`src/hw/sd_clock_gen.sv`:
```
module sd_clock_gen #(
    parameter int CLK_DIV = 4
) (
    input  logic clk_fast,
    input  logic init_resetPulse,
    output logic sd_clk,
    output logic drive_tick,
    output logic sample_tick
);

    localparam int CNT_W = $clog2(CLK_DIV);
    localparam logic [CNT_W-1:0] CNT_LAST = CNT_W'(CLK_DIV - 1);
    localparam logic [CNT_W-1:0] CNT_HALF = CNT_W'(CLK_DIV / 2);

    if ((CLK_DIV < 2) || ((CLK_DIV % 2) != 0)) begin : g_bad_div
        $error("CLK_DIV must be even and at least 2");
    end

    logic [CNT_W-1:0] div_cnt = '0;
    logic [CNT_W-1:0] div_cnt_nxt;

    assign div_cnt_nxt = (div_cnt == CNT_LAST) ? '0 : div_cnt + 1'b1;

    // Free-running divider, sd_clk high in the second half of the count
    always_ff @(posedge clk_fast) begin
        div_cnt <= div_cnt_nxt;
        sd_clk  <= (div_cnt_nxt >= CNT_HALF);
    end

    // Strobes line up with the sd_clk edges
    always_ff @(posedge clk_fast) begin
        if (init_resetPulse) begin
            drive_tick  <= 1'b0;
            sample_tick <= 1'b0;
        end else begin
            drive_tick  <= (div_cnt_nxt == '0);
            sample_tick <= (div_cnt_nxt == CNT_HALF);
        end
    end

endmodule

```
`config.mk`:
```
export PLATFORM = sky130hd
export DESIGN_NAME = sd_clock_gen
export DESIGN_NICKNAME = d
export VERILOG_FILES = /design/src/hw/sd_clock_gen.sv
export SDC_FILE = /design/constraint.sdc
export NUM_CORES = 1
export LEC_CHECK = 0
export ABC_AREA = 1
export BUFFER_PORTS_ARGS = -buffer_cell sky130_fd_sc_hd__buf_4
export CAP_MARGIN = 10
export CORE_AREA = 4 4 41 43
export DETAILED_ROUTE_END_ITERATION = 16
export DIE_AREA = 0 0 45 47
export GPL_TIMING_DRIVEN = 0
export HOLD_SLACK_MARGIN = 0.03
export SYNTH_ARGS = -nofsm -noshare
export SYNTH_HDL_FRONTEND = slang
export SYNTH_SLANG_ARGS = --single-unit
export TNS_END_PERCENT = 50
```
`constraint.sdc`:
```
create_clock -name clk_fast -period 1.2 [get_ports clk_fast]
set_clock_uncertainty 0.2 [all_clocks]
set_input_delay 0.18 -clock clk_fast [delete_from_list [all_inputs] [get_ports clk_fast]]
set_output_delay 0.18 -clock clk_fast [all_outputs]
set_load 0.01 [all_outputs]
```
==> results.yml <==
outcome:
  status: "finished clean"
timing:
  fin_crit_sh: 0.946
  maxSlewViolCount: 0
  rsz0062_at_grt: "no"
  min_period_ns: 1.14
  tns_ns: 0
  slew-limit-headroom: 0.899
  setup_viol: 0
  max_freq_ghz: 0.881
  tightestPinTransition_ns: 0.152
  hold_violations: 0
cells_and_area:
  area_growth_pct: 56.5
  antennaDiodeCount: 0
  nets: 29
  n_fill_cell: 149
  final_layout_size_suffix_gt1_frac: 0.318
  post-route-util: 0.173
clocking:
  clock_path_buffers: 2
  clk_pin_slew_worst_paths_ns: 0.04
  cts_setup_buffers: 0
  cts_tree: "yes"
  clk_latency_ns: 0.23
  cts_sinks: 4
  clockRootBuffer: "clkbuf_4"
  cts_made_buffers: 3
  htree_levels: 1
logic_synthesis:
  yosysUniqueCellTypes: 4
  synthCells: 14
  synth-seq-area-share: 0.557
  netlist_area_um2: 144
  syn_nets: 19
  yosysWarnings: 0
  syn_avg_cell_area_um2: 10.3
  yosys_register_bits: 4
pwr:
  p_leak_nw: 0.110
  ir_worst_vdd_uv: 440
  power_density_nw_per_um2: 1410
routing:
  drc_errors: 0
  drt_iter0_markers: 3
  vias: 99
  finalWirelength_um: 227
  wire_per_inst_um: 6.14
  firstDrtPassIters: 2
  drtAntennaViolNets: 0
  routed_via_density: 2.68
grt:
  antenna_found_initial: 0
  gr-total-overflow: 0
  grt_usage: 0.0340
  grt_pass1_wl_um: 393
  grt_pass1_vias: 99
  grt_max_degree: 5
critical_path:
  slowest_stage: "dfxtp_1"
  crit_path_start_kind: "register"
  critPathTopFamily: "flip-flops"
  cp.arrival_ns: 0.76
  cp_max_fo: 4
  worst_setup_path_end_kind: "output pin"
  crit_required_ns: 0.82
  crit_chain: "buf_4"
  critPathKind: "reg -> out"
  worst-path-buf-inv: 1
  cp_slowest_stage_delay_ns: 0.38
floorplan:
  die_h_um: 47
  die-area_um2: 2120
  ios: 5
  die_w_um: 45
  rows: 13
  floorplan.initialDensity: 0.111
  core_um2: 1300
flow_run:
  cap_violations: 0
placed_design:
  port_buffers: 4
  gp_congestion: 0.550
worst_hold_path:
  worstHoldPathType: "reg -> reg"
[per-stage QoR]
step                hold WS [ns]  instances  instance area, um^2  total power, W  setup WS [ns]
floorplan                 0.0513         14                  144        0.000144          0.158
global placement           0.149         33                  193        0.000152          0.189
detailed placement         0.148         33                  193        0.000152          0.168
CTS                        0.265         37                  225        0.000330         0.0542
global route               0.288         37                  225        0.000349         0.0202
finish                     0.264         37                  225        0.000317         0.0643
[layer usage]
metal	GRT usage	routed length, um	up-vias
li1	-	-	55
met5	0	0	-
met1	0.0273	114	37
met3	0.0575	55	0
met2	0.0282	56	7
met4	0.0351	0	0
[registers in the layout (all words and copies together) (netlist names)]
register and cells:
sample_tick 1, drive_tick 1, div_cnt 2
[Yosys cell counts]
master	n	area share
inv_1	4	0.10
ha_1	3	0.26
dfxtp_1	4	0.56
nor2_1	3	0.078
[final timing paths]
path | from | end | slack [ns] | depth (start not counted)
hold reg to reg | div_cnt[0] | div_cnt[0] | 0.26 | 1
setup reg to reg | div_cnt[1] | div_cnt[1] | 0.16 | 3
hold / removal | div_cnt[0] | div_cnt[0] | 0.26 | 1
setup / recovery | div_cnt[1] | sd_clk | 0.06 | 1
[cell usage in the layout (no fill, tap or decap)]
master | netlist | final
buf_4 | 0 | 4
clkbuf_4 | 0 | 3
dfxtp_1 | 4 | 4
dlygate4sd3_1 | 0 | 1
ha_1 | 3 | 3
inv_1 | 4 | 4
nor2_1 | 3 | 3
[power by group]
| part | internal [W] | switching, W |
|---|---|---|
| clock network | 0.000112 | 0.0000529 |
| logic | 0.00000917 | 0.00000491 |
| registers | 0.000137 | 0.000000807 |
[cells by family after synthesis]
kind of cell / count (synthesis) / share of synthesized area
and+or+nand+nor: 3 / 0.0783
buffers and inverters: 4 / 0.104
DFF: 4 / 0.557
adders and majority gates: 3 / 0.261
[layout make-up]
| type | count | area (um^2) | area share |
|---|---|---|---|
| inverters | 4 | 15.0 | 0.0667 |
| flip-flops and latches | 4 | 80.1 | 0.356 |
| repair buffers | 5 | 40.0 | 0.178 |
| multi-input cells | 6 | 48.8 | 0.217 |
| well taps | 15 | 18.8 | 0.0833 |
| clock buffers | 3 | 22.5 | 0.100 |
[what timing repair did]
| action | in CTS | in global routing |
|---|---|---|
| hold buffers | 1 | 0 |
| resized for setup | 0 | 0 |
| hold endpoints to repair | 2 | 0 |
(Power assumes the default switching activity.)
