==> config.mk <==
export PLATFORM = sky130hd
export DESIGN_NAME = sd_cmd_tx
export DESIGN_NICKNAME = d
export VERILOG_FILES = /design/src/common/sd_pkg.sv /design/src/cmd/sd_cmd_tx.sv /design/src/hw/crc7.sv
export SDC_FILE = /design/constraint.sdc
export NUM_CORES = 1
export LEC_CHECK = 0
export ABC_AREA = 1
export BUFFER_PORTS_ARGS = -buffer_cell sky130_fd_sc_hd__buf_2
export CAP_MARGIN = 20
export CORE_MARGIN = 2
export CORE_UTILIZATION = 35
export DETAILED_ROUTE_END_ITERATION = 16
export HOLD_SLACK_MARGIN = 0.05
export PLACE_DENSITY = 0.55
export SYNTH_ARGS = -nofsm -noshare
export SYNTH_HDL_FRONTEND = slang
export SYNTH_SLANG_ARGS = --single-unit
==> constraint.sdc <==
create_clock -name clk_fast -period 2.25 [get_ports clk_fast]
set_input_delay 0.225 -clock clk_fast [delete_from_list [all_inputs] [get_ports clk_fast]]
set_output_delay 0.225 -clock clk_fast [all_outputs]
set_load 0.1 [all_outputs]
==> src/common/sd_pkg.sv <==
package sd_pkg;

    // ============================
    // Frame geometry
    // ============================
    localparam int CMD_FRAME_W   = 48;
    // Start bit, direction bit, index and argument
    localparam int CMD_PAYLOAD_W = 40;
    localparam int CMD_INDEX_W   = 6;
    localparam int CMD_ARG_W     = 32;
    localparam int CRC7_W        = 7;

    // Field positions, bit 47 is first on the line
    localparam int FRAME_CRC_MSB = 7;
    localparam int FRAME_CRC_LSB = 1;
    localparam int FRAME_END_POS = 0;

    // Fixed framing bits
    localparam logic START_BIT = 1'b0;
    localparam logic DIR_HOST  = 1'b1;
    localparam logic END_BIT   = 1'b1;

    // ============================
    // Response timing
    // ============================
    // Counted in sd_clk periods
    localparam int TURNAROUND_BITS   = 2;
    localparam int RESP_TIMEOUT_BITS = 64;

    // ============================
    // Types
    // ============================
    typedef logic [CMD_INDEX_W-1:0] cmd_index_t;
    typedef logic [CMD_ARG_W-1:0]   cmd_arg_t;
    typedef logic [CMD_FRAME_W-1:0] frame_t;
    typedef logic [CRC7_W-1:0]      crc7_t;

endpackage
==> src/cmd/sd_cmd_tx.sv <==
module sd_cmd_tx
    import sd_pkg::*;
(
    input  logic       clk_fast,
    input  logic       init_resetPulse,
    input  logic       drive_tick,
    input  logic       cmd_valid,
    output logic       cmd_ready,
    input  cmd_index_t cmd_index,
    input  cmd_arg_t   cmd_arg,
    input  logic       cmd_resp_expected,
    input  logic       rx_done,
    output logic       rx_start,
    output logic       cmd_oe,
    output logic       cmd_out
);

    localparam int BIT_CNT_W = $clog2(CMD_FRAME_W + 1);
    localparam int CRC_SEL_W = $clog2(CRC7_W);
    localparam logic [BIT_CNT_W-1:0] PAYLOAD_END = BIT_CNT_W'(CMD_PAYLOAD_W);
    localparam logic [BIT_CNT_W-1:0] CRC_END     = BIT_CNT_W'(CMD_FRAME_W - 1);
    localparam logic [BIT_CNT_W-1:0] CRC_TOP     = BIT_CNT_W'(CMD_FRAME_W - 2);
    localparam logic [BIT_CNT_W-1:0] FRAME_END   = BIT_CNT_W'(CMD_FRAME_W);

    typedef enum logic [1:0] {
        TX_IDLE,
        TX_SEND,
        TX_WAIT_RX
    } tx_state_t;

    tx_state_t                state;
    logic [CMD_PAYLOAD_W-1:0] payload_q;
    logic [BIT_CNT_W-1:0]     bit_cnt;
    logic [BIT_CNT_W-1:0]     crc_pos;
    logic                     resp_expected_q;
    logic                     accept;
    logic                     payload_shift;
    logic                     next_bit;
    crc7_t                    crc;

    assign cmd_ready     = (state == TX_IDLE);
    assign accept        = cmd_valid && cmd_ready;
    assign payload_shift = (state == TX_SEND) && drive_tick && (bit_cnt < PAYLOAD_END);

    // CRC follows the payload, MSB first
    assign crc_pos = CRC_TOP - bit_cnt;

    always_comb begin
        if (bit_cnt < PAYLOAD_END) begin
            next_bit = payload_q[CMD_PAYLOAD_W-1];
        end else if (bit_cnt < CRC_END) begin
            next_bit = crc[crc_pos[CRC_SEL_W-1:0]];
        end else begin
            next_bit = END_BIT;
        end
    end

    crc7 crc7_i (
        .clk_fast        (clk_fast),
        .init_resetPulse (init_resetPulse),
        .clear           (accept),
        .shift_en        (payload_shift),
        .din             (payload_q[CMD_PAYLOAD_W-1]),
        .crc             (crc)
    );

    always_ff @(posedge clk_fast) begin
        if (accept) begin
            payload_q <= {START_BIT, DIR_HOST, cmd_index, cmd_arg};
        end else if (payload_shift) begin
            payload_q <= {payload_q[CMD_PAYLOAD_W-2:0], 1'b0};
        end
    end

    // ============================
    // Transmit FSM
    // ============================
    always_ff @(posedge clk_fast) begin
        if (init_resetPulse) begin
            state           <= TX_IDLE;
            bit_cnt         <= '0;
            resp_expected_q <= 1'b0;
            rx_start        <= 1'b0;
            cmd_oe          <= 1'b0;
            cmd_out         <= 1'b1;
        end else begin
            rx_start <= 1'b0;
            case (state)
                TX_IDLE: begin
                    if (accept) begin
                        bit_cnt         <= '0;
                        resp_expected_q <= cmd_resp_expected;
                        state           <= TX_SEND;
                    end
                end
                TX_SEND: begin
                    if (drive_tick) begin
                        if (bit_cnt == FRAME_END) begin
                            // End bit has had its full period, release the line
                            cmd_oe  <= 1'b0;
                            cmd_out <= 1'b1;
                            if (resp_expected_q) begin
                                rx_start <= 1'b1;
                                state    <= TX_WAIT_RX;
                            end else begin
                                state <= TX_IDLE;
                            end
                        end else begin
                            cmd_oe  <= 1'b1;
                            cmd_out <= next_bit;
                            bit_cnt <= bit_cnt + 1'b1;
                        end
                    end
                end
                TX_WAIT_RX: begin
                    if (rx_done) begin
                        state <= TX_IDLE;
                    end
                end
                default: state <= TX_IDLE;
            endcase
        end
    end

endmodule

==> src/hw/crc7.sv <==
module crc7
    import sd_pkg::*;
(
    input  logic  clk_fast,
    input  logic  init_resetPulse,
    input  logic  clear,
    input  logic  shift_en,
    input  logic  din,
    output crc7_t crc
);

    // x^7 + x^3 + 1
    localparam crc7_t POLY = 7'h09;

    logic feedback;

    assign feedback = din ^ crc[CRC7_W-1];

    always_ff @(posedge clk_fast) begin
        if (init_resetPulse || clear) begin
            crc <= '0;
        end else if (shift_en) begin
            crc <= {crc[CRC7_W-2:0], 1'b0} ^ (feedback ? POLY : '0);
        end
    end

endmodule

==> out/results.txt <==
Outcome: completed
Largest net degree at the start of global routing: 40
Highest-delay cell along the critical path: dfxtp_1
Die ar.: 8470 sq um
Fin nets: 406
Flops & latches, synth: 59
Die height: 92.0 um
Mapped cell area: 2710 sq um
Final min period: 1.78 ns
Clock Latency Late Sink: 0.34 ns
Final Hold Viols: 0
Layout Utilization: 42.3%
Worst vdd ir: 0.000394 V
Unrepaired setup endpoints after global routing: false
I/O Buffers: 47
Synth Instances: 309
Critical path required time: 2.28 ns
Fin crit share: 79.1%
Static Leak: 0.00144 uW
P_sw: 736 uW
Via density: 4.49
Core area: 7610 sq um
Starting Density: 35.6%
Worst hold path stage count: 3
P&R area growth vs syn: 18.6%
Rows: 32
Pwr/cell area: 793 nW/um^2
Area after DPL: 3040 sq um
Aggregate global-route resource usage: 13.7%
Critical Path Fanout Max: 38
Layout cell share with drive strength beyond 1: 23.0%
Ys Warns: 0
Area leader, netlist: edfxtp_1
Number of diodes: 0
Hold path start: cmd_arg[14]
Max incr delay on CP: 0.40 ns
Avg Cell Area, Syn: 8.77 sq um
DR pass1 iterations: 4
H-tree level count: 3
Post-synth cell types: 31
Crit path kind: register to register
Internal power: 1820 uW
Clock tree buffer depth: 2
Initial DRC Count: 108
Routed Antenna Nets: 0
Clk sinks: 59
Setup TNS: 0 ns
DR WL met2: 2390 um
Synth top cells by count: 144 x nand2_1, 38 x edfxtp_1, 21 x dfxtp_1, 19 x inv_1, 14 x a21oi_1
Min-Delay Endpoint: payload_q[14]
Post-DP HPWL: 3660 um
Seq pwr share: 52.2%
Flop2flop setup slack: 0.47 ns
Power share of the combinational group: 13.7%
Reg2reg path depth: 7
Die width: 92.0 um
Vias: 2099
CTS tree: done
Final Slew Violations: 0
First-pass GRT wire length: 9060 um
Final instance area: 3220 sq um
Wirelength per Cell: 11.6 um
CP top delay family: simple AND/OR/NAND/NOR gates
Sw frac: 28.8%
Top sig layer: met4
Clock share of power: 34.0%
Min-delay worst type: input pin to register
Max-cap violations: 0
Overflow after GRT: 0
DR WL met3: 324 um
Cells taking the most area after synthesis: edfxtp_1 42%, nand2_1 20%, dfxtp_1 16%
R2r startpoint: state[0]
Routability cong.: 0.760
Vias in the first global route: 2044
Clock Skew: 0.0118 ns
Root Driver: clkbuf_8
Post-Syn Nets: 355
Initial antenna violation count: 0
Worst slew pin tran: 0.645 ns
Reg2reg end: payload_q[6]
Post-CTS Resized: 0
CP Data Arrival Time: 1.81 ns
IO Pins: 48
Cts hold-fix bufs: 0
Setup Fix Bufs, Post-CTS: 0
DRT met1 WL: 2630 um
Highest clock rate: 0.562 GHz
# DRC: 0
Setup-failing EPs final: 0
Top FF cell, synth: edfxtp_1
Post-synth top area share: 42.1%
EDFF count, synth: 38
Crit start category: register
Seq/Total Area, Yosys: 57.6%
Final wirelength: 5390 um
Slew headroom: 57.0%
Clock transition at path regs: 0.08 ns
Worst-path cell chain: inv_2 -> nor2_4 -> nand2_4 -> nor2_8 -> inv_1 -> nand2_2 -> buf_12
Cts bufs inserted: 9
Buf+Inv Stages, Crit Path: 3
CP endpoint kind: register
Most numerous cell in the Yosys netlist: nand2_1
Post-synth ARST share: 0%
state kept, by name, summed over array words and instances (netlist names):
| signal | flops |
|---|---|
| payload_q | 40 |
| crc7_i.crc | 7 |
| bit_cnt | 6 |
| state | 2 |
| cmd_oe | 1 |
| cmd_out | 1 |
| resp_expected_q | 1 |
| rx_start | 1 |
cell families (layout without fill, tap and decap cells):
group                    Yosys count  in the layout  share of synthesized area [%]
adder cells (fa/ha/maj)            2              2                          0.923
buffers and inverters             34             90                           6.14
XOR/XNOR                           3              3                          0.969
flip-flops                        59             59                           57.6
AO/OA/AOI/OAI                     30             30                           6.14
AND/OR/NAND/NOR                  181            181                           28.2
layout by cell type (no fill, tap or decap), drive strengths merged, types with 2 or more instances in the layout:
cell type	Yosys	final
a211oi	2	2
a21oi	15	15
buf	6	49
clkbuf	3	9
clkinvlp	0	4
dfxtp	21	21
edfxtp	38	38
ha	2	2
inv	25	27
nand2	148	148
nand3	12	12
nand4	3	3
nor2	15	15
o21ai	12	12
xor2	2	2
power groups by stage:
stage	Clock [uW]	Combinational, uW	Sequential [uW]
3_3_place_gp	0	354	1350
6_report	869	351	1330
2_1_floorplan	0	244	1360
4_1_cts	896	359	1330
3_5_place_dp	0	357	1360
5_1_grt	942	403	1340
metal layers:
layer,vias up,GRT usage (%)
met5,-,0
met4,0,3.73
met3,6,6.08
met2,49,20.4
met1,950,18.1
li1,1094,-
through the flow:
| step | cells | total power (uW) | hold WS, ns | setup WS [ns] |
|---|---|---|---|---|
| floorplan | 309 | 1610 | 0.294 | 0.0282 |
| global placement | 451 | 1710 | 0.441 | 0.531 |
| detailed placement | 451 | 1710 | 0.458 | 0.470 |
| CTS | 467 | 2590 | 0.124 | 0.463 |
| global route | 467 | 2690 | 0.129 | 0.338 |
| finish | 467 | 2550 | 0.142 | 0.469 |
worst max-delay path by stage:
stage | startpoint | endpoint | slack (ns) | cells after the start
6_report | state[0] | payload_q[6] | 0.47 | 7
5_1_grt | state[0] | payload_q[30] | 0.34 | 7
4_1_cts | state[0] | payload_q[21] | 0.46 | 7
3_5_place_dp | state[0] | payload_q[17] | 0.47 | 7
3_3_place_gp | state[0] | payload_q[16] | 0.53 | 7
2_1_floorplan | state[1] | payload_q[0] | 0.03 | 4
worst reg2reg max path, stage by stage, from the launching register on:
cell and delay [ns]:
dfxtp_1 0.40, inv_2 0.08, nor2_4 0.19, nand2_4 0.12, nor2_8 0.24, inv_1 0.12, nand2_2 0.09, buf_12 0.22
layout make-up:
type | count | area, sq um
fillers | 805 | 4390
flip-flops and latches | 59 | 1560
multi-input cells | 216 | 991
repair buffers | 49 | 263
well taps | 102 | 128
clock buffers | 9 | 124
inverters | 25 | 96.3
clock inverters | 7 | 52.6
Power figures use the tool's default switching activity.
