## src/common/sd_pkg.sv

```systemverilog
package sd_pkg;

    // ============================
    // Frame geometry
    // ============================
    localparam int CMD_FRAME_W   = 48;
    // Start bit, direction bit, index and argument
    localparam int CMD_PAYLOAD_W = 40;
    localparam int CMD_INDEX_W   = 6;
    localparam int CMD_ARG_W     = 32;
    localparam int CRC7_W        = 7;

    // Field positions, bit 47 is first on the line
    localparam int FRAME_CRC_MSB = 7;
    localparam int FRAME_CRC_LSB = 1;
    localparam int FRAME_END_POS = 0;

    // Fixed framing bits
    localparam logic START_BIT = 1'b0;
    localparam logic DIR_HOST  = 1'b1;
    localparam logic END_BIT   = 1'b1;

    // ============================
    // Response timing
    // ============================
    // Counted in sd_clk periods
    localparam int TURNAROUND_BITS   = 2;
    localparam int RESP_TIMEOUT_BITS = 64;

    // ============================
    // Types
    // ============================
    typedef logic [CMD_INDEX_W-1:0] cmd_index_t;
    typedef logic [CMD_ARG_W-1:0]   cmd_arg_t;
    typedef logic [CMD_FRAME_W-1:0] frame_t;
    typedef logic [CRC7_W-1:0]      crc7_t;

endpackage
```

## src/cmd/sd_resp_rx.sv

```systemverilog
module sd_resp_rx
    import sd_pkg::*;
(
    input  logic   clk_fast,
    input  logic   init_resetPulse,
    input  logic   sample_tick,
    input  logic   rx_start,
    input  logic   cmd_in,
    output logic   rx_done,
    output logic   resp_valid,
    output frame_t resp_data,
    output logic   resp_crc_err,
    output logic   resp_timeout
);

    localparam int CNT_MAX = (RESP_TIMEOUT_BITS > CMD_FRAME_W) ? RESP_TIMEOUT_BITS : CMD_FRAME_W;
    localparam int CNT_W   = $clog2(CNT_MAX);
    localparam logic [CNT_W-1:0] TURN_LAST   = CNT_W'(TURNAROUND_BITS - 1);
    localparam logic [CNT_W-1:0] WAIT_LAST   = CNT_W'(RESP_TIMEOUT_BITS - 1);
    localparam logic [CNT_W-1:0] PAYLOAD_CNT = CNT_W'(CMD_PAYLOAD_W);
    localparam logic [CNT_W-1:0] FRAME_LAST  = CNT_W'(CMD_FRAME_W - 1);

    typedef enum logic [1:0] {
        RX_IDLE,
        RX_TURN,
        RX_WAIT,
        RX_SHIFT
    } rx_state_t;

    rx_state_t        state;
    logic [CNT_W-1:0] cnt;
    frame_t           shift_q;
    frame_t           shift_nxt;
    crc7_t            crc;
    logic             start_seen;
    logic             shift_en;
    logic             crc_en;
    logic             crc_bad;
    logic             frame_done;
    logic             wait_expired;

    assign start_seen   = (state == RX_WAIT) && sample_tick && !cmd_in;
    assign shift_en     = start_seen || ((state == RX_SHIFT) && sample_tick);
    // Start bit plus the next 39 bits feed the CRC
    assign crc_en       = start_seen || ((state == RX_SHIFT) && sample_tick && (cnt < PAYLOAD_CNT));
    assign frame_done   = (state == RX_SHIFT) && sample_tick && (cnt == FRAME_LAST);
    assign wait_expired = (state == RX_WAIT) && sample_tick && cmd_in && (cnt == WAIT_LAST);

    assign shift_nxt = {shift_q[CMD_FRAME_W-2:0], cmd_in};
    assign crc_bad   = (shift_nxt[FRAME_CRC_MSB:FRAME_CRC_LSB] != crc) ||
                       (shift_nxt[FRAME_END_POS] != END_BIT);

    crc7 crc7_i (
        .clk_fast        (clk_fast),
        .init_resetPulse (init_resetPulse),
        .clear           (rx_start),
        .shift_en        (crc_en),
        .din             (cmd_in),
        .crc             (crc)
    );

    always_ff @(posedge clk_fast) begin
        if (shift_en) begin
            shift_q <= shift_nxt;
        end
    end

    always_ff @(posedge clk_fast) begin
        if (wait_expired) begin
            resp_data <= '1;
        end else if (frame_done) begin
            resp_data <= shift_nxt;
        end
    end

    // ============================
    // Receive FSM
    // ============================
    always_ff @(posedge clk_fast) begin
        if (init_resetPulse) begin
            state        <= RX_IDLE;
            cnt          <= '0;
            rx_done      <= 1'b0;
            resp_valid   <= 1'b0;
            resp_crc_err <= 1'b0;
            resp_timeout <= 1'b0;
        end else begin
            rx_done    <= frame_done || wait_expired;
            resp_valid <= frame_done || wait_expired;
            case (state)
                RX_IDLE: begin
                    if (rx_start) begin
                        cnt   <= '0;
                        state <= RX_TURN;
                    end
                end
                // Line floats on its pull-up while the card takes over
                RX_TURN: begin
                    if (sample_tick) begin
                        if (cnt == TURN_LAST) begin
                            cnt   <= '0;
                            state <= RX_WAIT;
                        end else begin
                            cnt <= cnt + 1'b1;
                        end
                    end
                end
                RX_WAIT: begin
                    if (start_seen) begin
                        cnt   <= CNT_W'(1);
                        state <= RX_SHIFT;
                    end else if (wait_expired) begin
                        resp_timeout <= 1'b1;
                        resp_crc_err <= 1'b0;
                        state        <= RX_IDLE;
                    end else if (sample_tick) begin
                        cnt <= cnt + 1'b1;
                    end
                end
                RX_SHIFT: begin
                    if (frame_done) begin
                        resp_timeout <= 1'b0;
                        resp_crc_err <= crc_bad;
                        state        <= RX_IDLE;
                    end else if (sample_tick) begin
                        cnt <= cnt + 1'b1;
                    end
                end
                default: state <= RX_IDLE;
            endcase
        end
    end

endmodule

```

## src/hw/crc7.sv

```systemverilog
module crc7
    import sd_pkg::*;
(
    input  logic  clk_fast,
    input  logic  init_resetPulse,
    input  logic  clear,
    input  logic  shift_en,
    input  logic  din,
    output crc7_t crc
);

    // x^7 + x^3 + 1
    localparam crc7_t POLY = 7'h09;

    logic feedback;

    assign feedback = din ^ crc[CRC7_W-1];

    always_ff @(posedge clk_fast) begin
        if (init_resetPulse || clear) begin
            crc <= '0;
        end else if (shift_en) begin
            crc <= {crc[CRC7_W-2:0], 1'b0} ^ (feedback ? POLY : '0);
        end
    end

endmodule

```

## config.mk

```make
export PLATFORM = sky130hd
export DESIGN_NAME = sd_resp_rx
export DESIGN_NICKNAME = d
export VERILOG_FILES = /design/src/common/sd_pkg.sv /design/src/cmd/sd_resp_rx.sv /design/src/hw/crc7.sv
export SDC_FILE = /design/constraint.sdc
export NUM_CORES = 1
export LEC_CHECK = 0
export ABC_CLOCK_PERIOD_IN_PS = 6000
export BUFFER_PORTS_ARGS = -buffer_cell sky130_fd_sc_hd__buf_2
export CORE_UTILIZATION = 35
export CTS_CLUSTER_DIAMETER = 60
export DETAILED_ROUTE_END_ITERATION = 8
export GPL_TIMING_DRIVEN = 0
export SLEW_MARGIN = 20
export SYNTH_ARGS = -nofsm -noshare
export SYNTH_HDL_FRONTEND = slang
export SYNTH_SLANG_ARGS = --single-unit
```

## constraint.sdc

```tcl
create_clock -name clk_fast -period 6 [get_ports clk_fast]
set_clock_uncertainty 0.1 [all_clocks]
set_input_delay 1.2 -clock clk_fast [delete_from_list [all_inputs] [get_ports clk_fast]]
set_output_delay 1.2 -clock clk_fast [all_outputs]
set_load 0.02 [all_outputs]
```

==> reports/qor_table.md, run 1 <==
| Item | Reported | Unit |
|---|---|---|
| Worst hold slack across all endpoints | 0.3464 | ns |
| Final Slew Violations | 0 | - |
| Number of buffers on the longest clock path | 2 | - |
| Maximum level of the CTS H-tree | 4 | - |
| Total of hold buffers inserted after clock tree synthesis | 0 | - |
| Number of placement rows | 39 | - |
| Depth of the most critical reg-to-reg path | 7 | - |
| Synthesized area per cell | 10.74 | um^2 |
| Drt initial violations | 212 | - |
| Flop2flop setup slack | 3.95 | ns |
| Outcome | finished with violations | - |
| DRT Pass-1 Iters | 8 | - |
| Failing checks | design-rule violations | - |
| Net count after synthesis | 399 | - |
| Count of endpoints failing setup in the final report | 0 | - |
| Post-synth design cell area | 4210 | um^2 |
| Transition time at the pin with the least slew margin | 0.5010 | ns |
| Width of the chip | 111.7 | um |
| Crit path time final | 2.524 | ns |
| CTS tree | done | - |
| Type of origin of the critical path | primary input | - |
| First-pass GRT wire length | 14410 | um |
| Worst VDD drop | 0.1699 | mV |
| Critical path's slowest cell | sky130_fd_sc_hd__mux2_2 | - |
| Share of synthesized registers carrying an async set or reset | 0 | % |
| Max cap viols | 0 | - |
| Area used by sequential logic in the layout | 2733 | um^2 |
| Per-cell via count in the routed design | 4.883 | - |
| Gate Count Post-Synth | 392 | - |
| Data required time of the critical path | 6.25 | ns |
| Number of antenna cells inserted | 0 | - |
| Overall die area | 12470 | um^2 |
| Category of the critical setup timing path | in2reg | - |
| Port Buffer Count | 54 | - |
| CTS root buffer | sky130_fd_sc_hd__clkbuf_16 | - |
| Power Density | 339.7 | nW/um^2 |
| Final estimated routing congestion in global placement | 0.8577 | - |
| Hold path startpoint | shift_q[34] | - |
| Number of cells in the design after placement | 591 | - |
| Clk slew on worst S/H paths | 0.05 | ns |
| DRC Markers | 8 | - |
| Yosys warns | 0 | - |
| Initial antenna violation count | 0 | - |
| Synth unique cells | 52 | - |
| Capture point of the worst reg-to-reg path | resp_data[8] | - |
| Portion of the post-synthesis area used by sequential elements | 64.90 | % |
| Routed wire length | 8559 | um |
| Crit. End Element | flip-flop | - |
| Clock latency on the worst-skew pair | 0.41 | ns |
| Post-detailed-placement half-perimeter wirelength | 5648 | um |
| Starting Density | 36.41 | % |
| FF-to-FF Start | cnt[0] | - |
| Cells along the critical path | buf_2 > buf_4 > nor2b_1 > nor2_4 > nand2_1 > mux2_2 > nor2_1 | - |
| Hold-critical path depth | 0 | - |
| Register bit total from synthesis | 113 | - |
| Worst relative slew slack | 66.34 | % |
| Most common cell after layout, fill and taps aside | sky130_fd_sc_hd__nand2_1 | - |
| Clock tree sinks | 113 | - |
| Hold violation count in the final report | 0 | - |
| Arrival time at the worst endpoint | 2.77 | ns |
| Postcts setup bufs | 0 | - |
| Number of filler cells placed in the layout | 1058 | - |
| # nets final | 474 | - |
| Post-route clock period utilization | 42.06 | % |
| Cell leakage power | 2.254 | nW |
| Maximum number of pins on one net before global-route repair | 23 | - |
| Post-CTS Resized | 0 | - |
| Top library cells by usage in the layout, fill and taps aside | sky130_fd_sc_hd__nand2_1 (106), sky130_fd_sc_hd__buf_2 (66), sky130_fd_sc_hd__dfxtp_1 (66) | - |
| Non-filler instance count after layout | 623 | - |
| Hold Path End | shift_q[35] | - |
| Wire per inst | 13.74 | um |
| Max FO, Critical Path | 10 | - |
| Number of buffers added by the clock tree synthesis step | 17 | - |
| Antenna viol nets, final | 0 | - |
| Longest individual stage delay on the worst path | 0.36 | ns |
| Number of global-route vias before repair | 2913 | - |
| Overall track demand over capacity in global routing | 14.86 | % |
| Peak clock frequency supported by timing | 0.3963 | GHz |
| Setup TNS Final | 0 | ns |
| Total number of vias | 3042 | - |
| RSZ-0062 raised after global routing | no | - |
| Placeable core area | 11560 | um^2 |
| Layout cells sized above 1 | 23.33 | % |
| Worst Hold Class | reg2reg | - |
| Total congestion overflow after global routing | 0 | - |
| Top Ports | 57 | - |
| Final standard cell utilization of the core | 45.69 | % |
| Dominant register cell in the synthesized netlist | sky130_fd_sc_hd__dfxtp_1 | - |
| DIE HEIGHT | 111.7 | um |
| Post-layout total power | 1.795 | mW |
| Count of flip-flops with a built-in enable after synthesis | 47 | - |
| Area added between synthesis and finish | 25.50 | % |
| Area of the multi-input gates | 1339 | um^2 |
[cells by family (layout without fill, tap and decap cells)]
family          Yosys count  in the layout  synth area share, %
compound gates           37             37                6.360
xor+xnor                  9              9                1.872
buf+inv                  31            119                3.477
mux                       7              7                1.694
simple gates            193            193                21.10
flops                   113            113                64.90
fa+ha+maj                 2              2               0.5943
[worst max-delay path by stage]
stage	from	end	slack (ns)
after floorplan	cmd_in	crc7_i.crc[0]	1.03
after global routing	cmd_in	crc7_i.crc[0]	3.41
final	cmd_in	crc7_i.crc[0]	3.48
after detailed placement	cmd_in	crc7_i.crc[0]	3.05
after global placement	cmd_in	crc7_i.crc[0]	-0.46
after CTS	cmd_in	crc7_i.crc[0]	3.48
[state kept, by name (all words and copies together), names as in the netlist]
name	count
cnt	6
crc7_i.crc	7
resp_crc_err	1
resp_data	48
resp_timeout	1
resp_valid	1
shift_q	47
state	2
[metal layers]
metal	GRT usage [%]	up-vias	routed length (um)
li1	-	1505	-
met1	19.86	1449	4127
met2	21.61	84	3780
met3	5.444	4	586
met4	6.306	0	64
met5	0	-	0
[worst max-delay path: cells and delay by family]
family / cells / cell delay [ns]
simple gates: 4 / 0.92
buf+inv: 2 / 0.28
mux: 1 / 0.36
[cells in the mapped netlist (3+ instances only)]
| master | count | share of area (%) |
|---|---|---|
| sky130_fd_sc_hd__a21oi_1 | 8 | 0.95 |
| sky130_fd_sc_hd__buf_2 | 12 | 1.4 |
| sky130_fd_sc_hd__buf_4 | 4 | 0.71 |
| sky130_fd_sc_hd__clkbuf_1 | 8 | 0.71 |
| sky130_fd_sc_hd__dfxtp_1 | 66 | 31 |
| sky130_fd_sc_hd__edfxtp_1 | 47 | 34 |
| sky130_fd_sc_hd__inv_1 | 7 | 0.62 |
| sky130_fd_sc_hd__mux2i_1 | 6 | 1.4 |
| sky130_fd_sc_hd__nand2_1 | 106 | 9.5 |
| sky130_fd_sc_hd__nand3_1 | 50 | 5.9 |
| sky130_fd_sc_hd__nand4_1 | 3 | 0.45 |
| sky130_fd_sc_hd__nor2_1 | 12 | 1.1 |
| sky130_fd_sc_hd__o21ai_0 | 5 | 0.59 |
| sky130_fd_sc_hd__xnor2_1 | 9 | 1.9 |
[where the power goes]
group / internal (mW) / switching [mW] / total [mW]
Sequential: 0.803 / 0.00288 / 0.806
Clock: 0.615 / 0.334 / 0.949
Combinational: 0.0145 / 0.0260 / 0.0404
Total: 1.43 / 0.363 / 1.79
[metrics by stage]
stage	cell area, um^2	setup slack (ns)
5_1_grt	5284	3.412
3_3_place_gp	4659	-0.4605
6_report	5284	3.476
4_1_cts	5284	3.481
2_1_floorplan	4210	1.032
3_5_place_dp	4722	3.052
[final cells by class]
cell class	instances	share of cell area (%)
Buffer	24	2.273
Clock buffer	20	8.454
Clock inverter	12	2.179
Inverter	7	0.4973
Multi-Input combinational cell	248	25.34
Sequential cell	113	51.72
Tap cell	143	3.386
Timing Repair Buffer	56	6.157
No activity file was read; power rests on OpenSTA's default activity.
==> run 2: changes to the inputs <==
--- a/config.mk
+++ b/config.mk
@@ -5,7 +5,7 @@
 export SDC_FILE = /design/constraint.sdc
 export NUM_CORES = 1
 export LEC_CHECK = 0
-export ABC_CLOCK_PERIOD_IN_PS = 6000
+export ABC_CLOCK_PERIOD_IN_PS = 2500
 export BUFFER_PORTS_ARGS = -buffer_cell sky130_fd_sc_hd__buf_2
 export CORE_UTILIZATION = 35
 export CTS_CLUSTER_DIAMETER = 60
==> constraint.sdc (replaced) <==
create_clock -name clk_fast -period 2.5 [get_ports clk_fast]
set_clock_uncertainty 0.1 [all_clocks]
set_input_delay 0.5 -clock clk_fast [delete_from_list [all_inputs] [get_ports clk_fast]]
set_output_delay 0.5 -clock clk_fast [all_outputs]
set_load 0.02 [all_outputs]
==> run 2 against run 1 <==
The flow still finishes with violations (design-rule violations). Combinational power increased by 130%. Core utilization barely moved. Worst setup slack lost 3.1 ns. Critical path depth unchanged. Flip-flop and latch count stayed put. Register-to-register slack got worse by 3.5 ns. Non-clock buffer count shrank 1. Clock power rose to 2.5 times the previous value. First-iteration DRC count fell by 21%. Worst hold slack got worse by 0.13 ns. Highest routed layer unchanged.
==> reports/qor_table.md, run 2 (synthesis gave the netlist of run 1 again) <==
| Item | Reported | Unit | vs previous |
|---|---|---|---|
| # nets final | 473 | - | -0.21% |
| Total number of vias | 2962 | - | -2.6% |
| Largest register by flop count | resp_data | - |  |
| Top library cells by usage in the layout, fill and taps aside | sky130_fd_sc_hd__nand2_1 (105), sky130_fd_sc_hd__buf_2 (66), sky130_fd_sc_hd__dfxtp_1 (66) | - |  |
| Max reg flops | 48 | - | unchanged |
| FF-to-FF Start | cnt[0] | - |  |
| Met3 layer usage reported by global route | 4.899 | % | -0.54 points |
| Flop2flop setup slack | 0.42 | ns | -3.53 ns |
| Number of buffers added by the clock tree synthesis step | 17 | - | unchanged |
| Total congestion overflow after global routing | 0 | - | unchanged |
| Per-cell via count in the routed design | 4.762 | - | -2.5% |
| Met1 routing resource usage after global routing | 19.86 | % | about the same |
| Critical path's slowest cell | sky130_fd_sc_hd__dfxtp_1 | - |  |
| Peak clock frequency supported by timing | 0.4797 | GHz |  |
| Worst relative slew slack | 53.99 | % | -12 points |
| Area added between synthesis and finish | 25.47 | % | about the same |
| Area of the multi-input gates | 1341 | um^2 | +0.19% |
| Cells along the critical path | ha_1 > nand3_2 > a211oi_4 > nand3_2 > buf_2 > a21oi_1 > a311oi_1 | - |  |
| Post-detailed-placement half-perimeter wirelength | 5750 | um | +1.8% |
| Startpoint of the worst setup timing path | cnt[0] | - |  |
| Number of placement rows | 39 | - | unchanged |
| Routed wire length | 8488 | um | -0.83% |
| Final estimated routing congestion in global placement | 0.8401 | - | -2.1% |
| Clock tree sinks | 113 | - | unchanged |
| Max cap viols | 0 | - | unchanged |
| Initial antenna violation count | 0 | - | unchanged |
| Cell leakage power | 2.241 | nW | -0.58% |
| Arrival time at the worst endpoint | 2.26 | ns | -0.51 ns |
| CTS root buffer | sky130_fd_sc_hd__clkbuf_16 | - |  |
| Maximum level of the CTS H-tree | 4 | - | unchanged |
| Post-CTS Resized | 0 | - | unchanged |
| DRC Markers | 5 | - | -3 |
| Crit. End Element | flip-flop | - |  |
| Post-route clock period utilization | 83.38 | % |  |
| Hold Path End | shift_q[0] | - |  |
| Wire per inst | 13.65 | um | -0.67% |
| Most common cell after layout, fill and taps aside | sky130_fd_sc_hd__nand2_1 | - |  |
| First-pass GRT wire length | 14150 | um | -1.8% |
| CTS tree | done | - |  |
| Clk slew on worst S/H paths | 0.05 | ns | about the same |
| Hold path startpoint | cmd_in | - |  |
| Global-route track usage on met2 | 21.16 | % | -0.46 points |
| Buf/Inv on CP | 1 | - | -1 |
| Hold violation count in the final report | 0 | - | unchanged |
| Regs by FF count | resp_data x48, shift_q x47, crc7_i.crc x7 | - |  |
| Antenna viol nets, final | 0 | - | unchanged |
| Number of buffers on the longest clock path | 2 | - | unchanged |
| Category of the critical setup timing path | reg2reg | - |  |
| Area used by sequential logic in the layout | 2733 | um^2 | unchanged |
| Overall track demand over capacity in global routing | 14.51 | % | -0.36 points |
| Final standard cell utilization of the core | 45.68 | % | about the same |
| Final Slew Violations | 0 | - | unchanged |
| Dominant delay contributor by cell family on the critical path | compound AO/OA/AOI/OAI gates | - |  |
| Post-layout total power | 4.409 | mW | +150% |
| Setup TNS Final | 0 | ns | unchanged |
| Overall die area | 12470 | um^2 | unchanged |
| Type of origin of the critical path | flip-flop | - |  |
| Highest-utilization routing layer at the global route stage | met2 | - |  |
| Longest individual stage delay on the worst path | 0.41 | ns | +0.05 ns |
| Port Buffer Count | 54 | - | unchanged |
| Transition time at the pin with the least slew margin | 0.6886 | ns | +0.1875 ns |
| Outcome | finished with violations | - |  |
| Data required time of the critical path | 2.67 | ns | -3.58 ns |
| Most prevalent standard cell on the critical path | sky130_fd_sc_hd__nand3_2 | - |  |
| Worst Hold Class | in2reg | - |  |
| Maximum number of pins on one net before global-route repair | 28 | - | +22% |
| Placeable core area | 11560 | um^2 | unchanged |
| Crit path time final | 2.084 | ns |  |
| Number of filler cells placed in the layout | 1060 | - | +0.19% |
| DRT Pass-1 Iters | 6 | - | -2 |
| Max FO, Critical Path | 10 | - | unchanged |
| Failing checks | design-rule violations | - |  |
| Power Density | 834.7 | nW/um^2 | +150% |
| Clock latency on the worst-skew pair | 0.40 | ns | about the same |
| RSZ-0062 raised after global routing | no | - |  |
| DIE HEIGHT | 111.7 | um | unchanged |
| Top Ports | 57 | - | unchanged |
| Worst VDD drop | 0.4267 | mV | +150% |
| Depth of the most critical reg-to-reg path | 7 | - | unchanged |
| Layout cells sized above 1 | 24.22 | % | +0.88 points |
| Drt initial violations | 168 | - | -21% |
| Number of antenna cells inserted | 0 | - | unchanged |
| Total of hold buffers inserted after clock tree synthesis | 0 | - | unchanged |
| Width of the chip | 111.7 | um | unchanged |
| Starting Density | 36.41 | % | unchanged |
| Number of global-route vias before repair | 2829 | - | -2.9% |
| Hold-critical path depth | 1 | - | +1 |
| Count of endpoints failing setup in the final report | 0 | - | unchanged |
| Capture point of the worst reg-to-reg path | state[0] | - |  |
| Postcts setup bufs | 0 | - | unchanged |
==> run 2: how the worst max path moves through the flow <==
| stage | to | cells after the start | slack, ns |
|---|---|---|---|
| final | state[0] | 7 | 0.42 |
| after global routing | state[0] | 7 | 0.26 |
| after CTS | state[0] | 7 | 0.41 |
| after detailed placement | crc7_i.crc[0] | 7 | 0.05 |
| after global placement | crc7_i.crc[0] | 7 | -0.52 |
| after floorplan | crc7_i.crc[0] | 6 | 0.08 |
==> run 2: power breakdown <==
| part | switching [mW] | internal [mW] | total, mW |
|---|---|---|---|
| clock network | 0.828 | 1.55 | 2.38 |
| logic | 0.0615 | 0.0325 | 0.0940 |
| registers | 0.00677 | 1.93 | 1.93 |
==> run 2: per-stage QoR <==
step | cell area, um^2 | setup slack, ns | hold slack (ns) | std cells
floorplan | 4220 | 0.07591 | 0.3262 | 392
global placement | 4669 | -0.5175 | 0.3294 | 589
detailed placement | 4690 | 0.04814 | 0.3335 | 590
CTS | 5283 | 0.4136 | 0.1990 | 622
global route | 5283 | 0.2595 | 0.2011 | 622
finish | 5283 | 0.4155 | 0.2148 | 622
==> run 2: worst reg2reg max path, delay by kind of cell (launching register included) <==
family                   cells  cell delay, ns
AO/OA/AOI/OAI                3            0.55
adder cells (fa/ha/maj)      1            0.27
buffers and inverters        1            0.25
flip-flops                   1            0.41
AND/OR/NAND/NOR              2            0.39
==> run 2: layout make-up <==
cell class	count	area share (%)
plain buffers	24	2.274
clock inverters	15	3.174
clock buffers	17	8.053
well taps	143	3.387
multi-input cells	248	25.39
repair buffers	55	5.495
flip-flops and latches	113	51.73
inverters	7	0.4974
==> run 2: routing by layer <==
metal,routed length [um],up-vias,share of wire (%)
li1,-,1504,-
met1,4102,1398,48
met2,3984,56,47
met3,358,4,4.2
met4,42,0,0.49
met5,0,-,0
==> run 3: changes to the inputs <==
--- a/config.mk
+++ b/config.mk
@@ -5,7 +5,7 @@
 export SDC_FILE = /design/constraint.sdc
 export NUM_CORES = 1
 export LEC_CHECK = 0
-export ABC_CLOCK_PERIOD_IN_PS = 2500
+export ABC_CLOCK_PERIOD_IN_PS = 2100
 export BUFFER_PORTS_ARGS = -buffer_cell sky130_fd_sc_hd__buf_2
 export CORE_UTILIZATION = 35
 export CTS_CLUSTER_DIAMETER = 60
==> constraint.sdc (replaced) <==
create_clock -name clk_fast -period 2.1 [get_ports clk_fast]
set_clock_uncertainty 0.1 [all_clocks]
set_input_delay 0.42 -clock clk_fast [delete_from_list [all_inputs] [get_ports clk_fast]]
set_output_delay 0.42 -clock clk_fast [all_outputs]
set_load 0.02 [all_outputs]
==> run 3 against run 2 <==
The flow still finishes with violations (design-rule violations). First-iteration DRC count is 17% lower. Non-clock buffer count is 2 higher. Clock-buffer cell count is 5 higher. Critical path depth stayed put. Worst setup slack worse by 0.27 ns.
==> reports/qor_table.md, run 3 (synthesis gave the netlist of run 1 again) <==
| Item | Reported | Unit | vs previous |
|---|---|---|---|
| Top Ports | 57 | - | unchanged |
| Category of the critical setup timing path | reg2reg | - |  |
| Drt initial violations | 139 | - | -17% |
| Type of origin of the critical path | flip-flop | - |  |
| Final Slew Violations | 0 | - | unchanged |
| Top library cells by usage in the layout, fill and taps aside | sky130_fd_sc_hd__nand2_1 (104), sky130_fd_sc_hd__dfxtp_1 (65), sky130_fd_sc_hd__buf_2 (63) | - |  |
| Post-route clock period utilization | 93.07 | % | +9.7 points |
| Arrival time at the worst endpoint | 2.12 | ns | -0.14 ns |
| Number of buffers added by the clock tree synthesis step | 17 | - | unchanged |
| Hold violation count in the final report | 0 | - | unchanged |
| Proportion of power drawn by combinational gates | 2.3 | % | +0.2 points |
| Max cap viols | 0 | - | unchanged |
| Number of filler cells placed in the layout | 1058 | - | -0.19% |
| Clock tree sinks | 113 | - | unchanged |
| CTS root buffer | sky130_fd_sc_hd__clkbuf_16 | - |  |
| Clk slew on worst S/H paths | 0.05 | ns | about the same |
| Max reg flops | 48 | - | unchanged |
| Wire per inst | 13.87 | um | +1.7% |
| Cell Int Power | 4.357 | mW | +24% |
| Port Buffer Count | 54 | - | unchanged |
| Number of placement rows | 39 | - | unchanged |
| Worst VDD drop | 0.5511 | mV | +29% |
| Regs by FF count | resp_data x48, shift_q x47, crc7_i.crc x7 | - |  |
| Length of routed met2 wiring | 3940 | um | -1.1% |
| DRC Markers | 4 | - | -1 |
| Number of antenna cells inserted | 0 | - | unchanged |
| RSZ-0062 raised after global routing | no | - |  |
| CTS tree | done | - |  |
| Post-layout total power | 5.352 | mW | +21% |
| Maximum number of pins on one net before global-route repair | 27 | - | -3.6% |
| Placeable core area | 11560 | um^2 | unchanged |
| DRT Pass-1 Iters | 6 | - | unchanged |
| DIE HEIGHT | 111.7 | um | unchanged |
| Highest routed layer | met4 | - |  |
| Initial antenna violation count | 0 | - | unchanged |
| Total met3 wirelength after detailed routing | 535 | um | +49% |
| Count of endpoints failing setup in the final report | 0 | - | unchanged |
| Total of hold buffers inserted after clock tree synthesis | 0 | - | unchanged |
| Clock latency on the worst-skew pair | 0.40 | ns | about the same |
| Failing checks | design-rule violations | - |  |
| Number of global-route vias before repair | 2905 | - | +2.7% |
| Total congestion overflow after global routing | 0 | - | unchanged |
| Final standard cell utilization of the core | 46.47 | % | +0.79 points |
| Overall track demand over capacity in global routing | 14.78 | % | +0.27 points |
| # nets final | 475 | - | +0.42% |
| Layout cells sized above 1 | 24.27 | % | +0.051 points |
| Switching part of the total power | 18.60 | % | -1.7 points |
| Starting Density | 36.41 | % | unchanged |
| Per-cell via count in the routed design | 4.890 | - | +2.7% |
| Area used by sequential logic in the layout | 2734 | um^2 | about the same |
| Power Density | 996.0 | nW/um^2 | +19% |
| Post-detailed-placement half-perimeter wirelength | 5875 | um | +2.2% |
| Switching power summed over all nets | 0.9956 | mW | +11% |
| Total number of vias | 3037 | - | +2.5% |
| Final estimated routing congestion in global placement | 0.8542 | - | +1.7% |
| Non-filler instance count after layout | 621 | - | -0.16% |
| Worst Hold Class | in2reg | - |  |
| Area added between synthesis and finish | 27.64 | % |  |
| Data required time of the critical path | 2.27 | ns | -0.40 ns |
| Share of total power in the clock network | 54.7 | % | +0.7 points |
| Post-route met1 wirelength | 4092 | um | -0.24% |
| Number of cells in the design after placement | 591 | - | +0.17% |
| Number of buffers on the longest clock path | 2 | - | unchanged |
| Max FO, Critical Path | 10 | - | unchanged |
| Setup TNS Final | 0 | ns | unchanged |
| Largest register by flop count | resp_data | - |  |
| Transition time at the pin with the least slew margin | 0.5241 | ns | -0.1645 ns |
| Overall die area | 12470 | um^2 | unchanged |
| Cell leakage power | 2.301 | nW | +2.7% |
| Crit path time final | 1.954 | ns | -0.1301 ns |
| First-pass GRT wire length | 14270 | um | +0.88% |
| Peak clock frequency supported by timing | 0.5117 | GHz | +6.7% |
| Antenna viol nets, final | 0 | - | unchanged |
| Maximum level of the CTS H-tree | 4 | - | unchanged |
| Crit. End Element | flip-flop | - |  |
| Routed wire length | 8616 | um | +1.5% |
| Worst relative slew slack | 64.79 | % | +11 points |
| Width of the chip | 111.7 | um | unchanged |
| Area of the multi-input gates | 1379 | um^2 | +2.8% |
| Outcome | finished with violations | - |  |
| Most common cell after layout, fill and taps aside | sky130_fd_sc_hd__nand2_1 | - |  |
| Sequential share of power | 43.0 | % | -0.8 points |
[run 3: area by class of cell]
type | instances | share of cell area [%]
timing repair buffer | 57 | 6.054
clock inverter | 7 | 2.515
sequential | 113 | 50.87
tap | 143 | 3.329
inverter | 7 | 0.4889
clock buffer | 22 | 8.638
multi-input combinational | 248 | 25.66
buffer | 24 | 2.445
[run 3: power groups by stage]
stage | registers, mW | logic, mW | clock network [mW]
final | 2.30 | 0.121 | 2.93
after global routing | 2.30 | 0.131 | 3.07
after CTS | 2.30 | 0.119 | 2.98
after detailed placement | 2.35 | 0.119 | 0
after global placement | 2.35 | 0.113 | 0
after floorplan | 2.34 | 0.0894 | 0
[run 3: critical path, stage by stage, from the launching register on]
cell and delay (ns):
sky130_fd_sc_hd__dfxtp_2 0.37, sky130_fd_sc_hd__ha_2 0.23, sky130_fd_sc_hd__nand3_2 0.20, sky130_fd_sc_hd__a211oi_4 0.28, sky130_fd_sc_hd__nand3_2 0.19, sky130_fd_sc_hd__clkbuf_4 0.25, sky130_fd_sc_hd__a21oi_1 0.14, sky130_fd_sc_hd__a311oi_1 0.06
[run 3: stage by stage]
step | hold WS, ns | setup slack, ns | area [um^2]
2_1_floorplan | 0.3262 | -0.08068 | 4245
3_3_place_gp | 0.3292 | -0.6165 | 4695
3_5_place_dp | 0.3335 | 0.05475 | 4742
4_1_cts | 0.1149 | 0.02412 | 5341
5_1_grt | 0.1181 | 0.03071 | 5374
6_report | 0.1338 | 0.1456 | 5374
[run 3: worst paths after layout]
| kind | start | endpoint | slack, ns | depth (start not counted) |
|---|---|---|---|---|
| max | cnt[0] | state[0] | 0.15 | 7 |
| min | cmd_in | shift_q[0] | 0.13 | 1 |
| max reg2reg | cnt[0] | state[0] | 0.15 | 7 |
| min reg2reg | shift_q[27] | shift_q[28] | 0.35 | 0 |
[run 3: repair_timing]
item,4_1_cts,5_1_grt
setup endpoints to repair,0,50
resized for setup,0,8
setup buffers,0,1
[run 3: layer usage]
| layer | up-vias | global-route usage [%] |
|---|---|---|
| li1 | 1503 | - |
| met1 | 1453 | 19.31 |
| met2 | 77 | 22.24 |
| met3 | 4 | 5.280 |
| met4 | 0 | 6.036 |
| met5 | - | 0 |
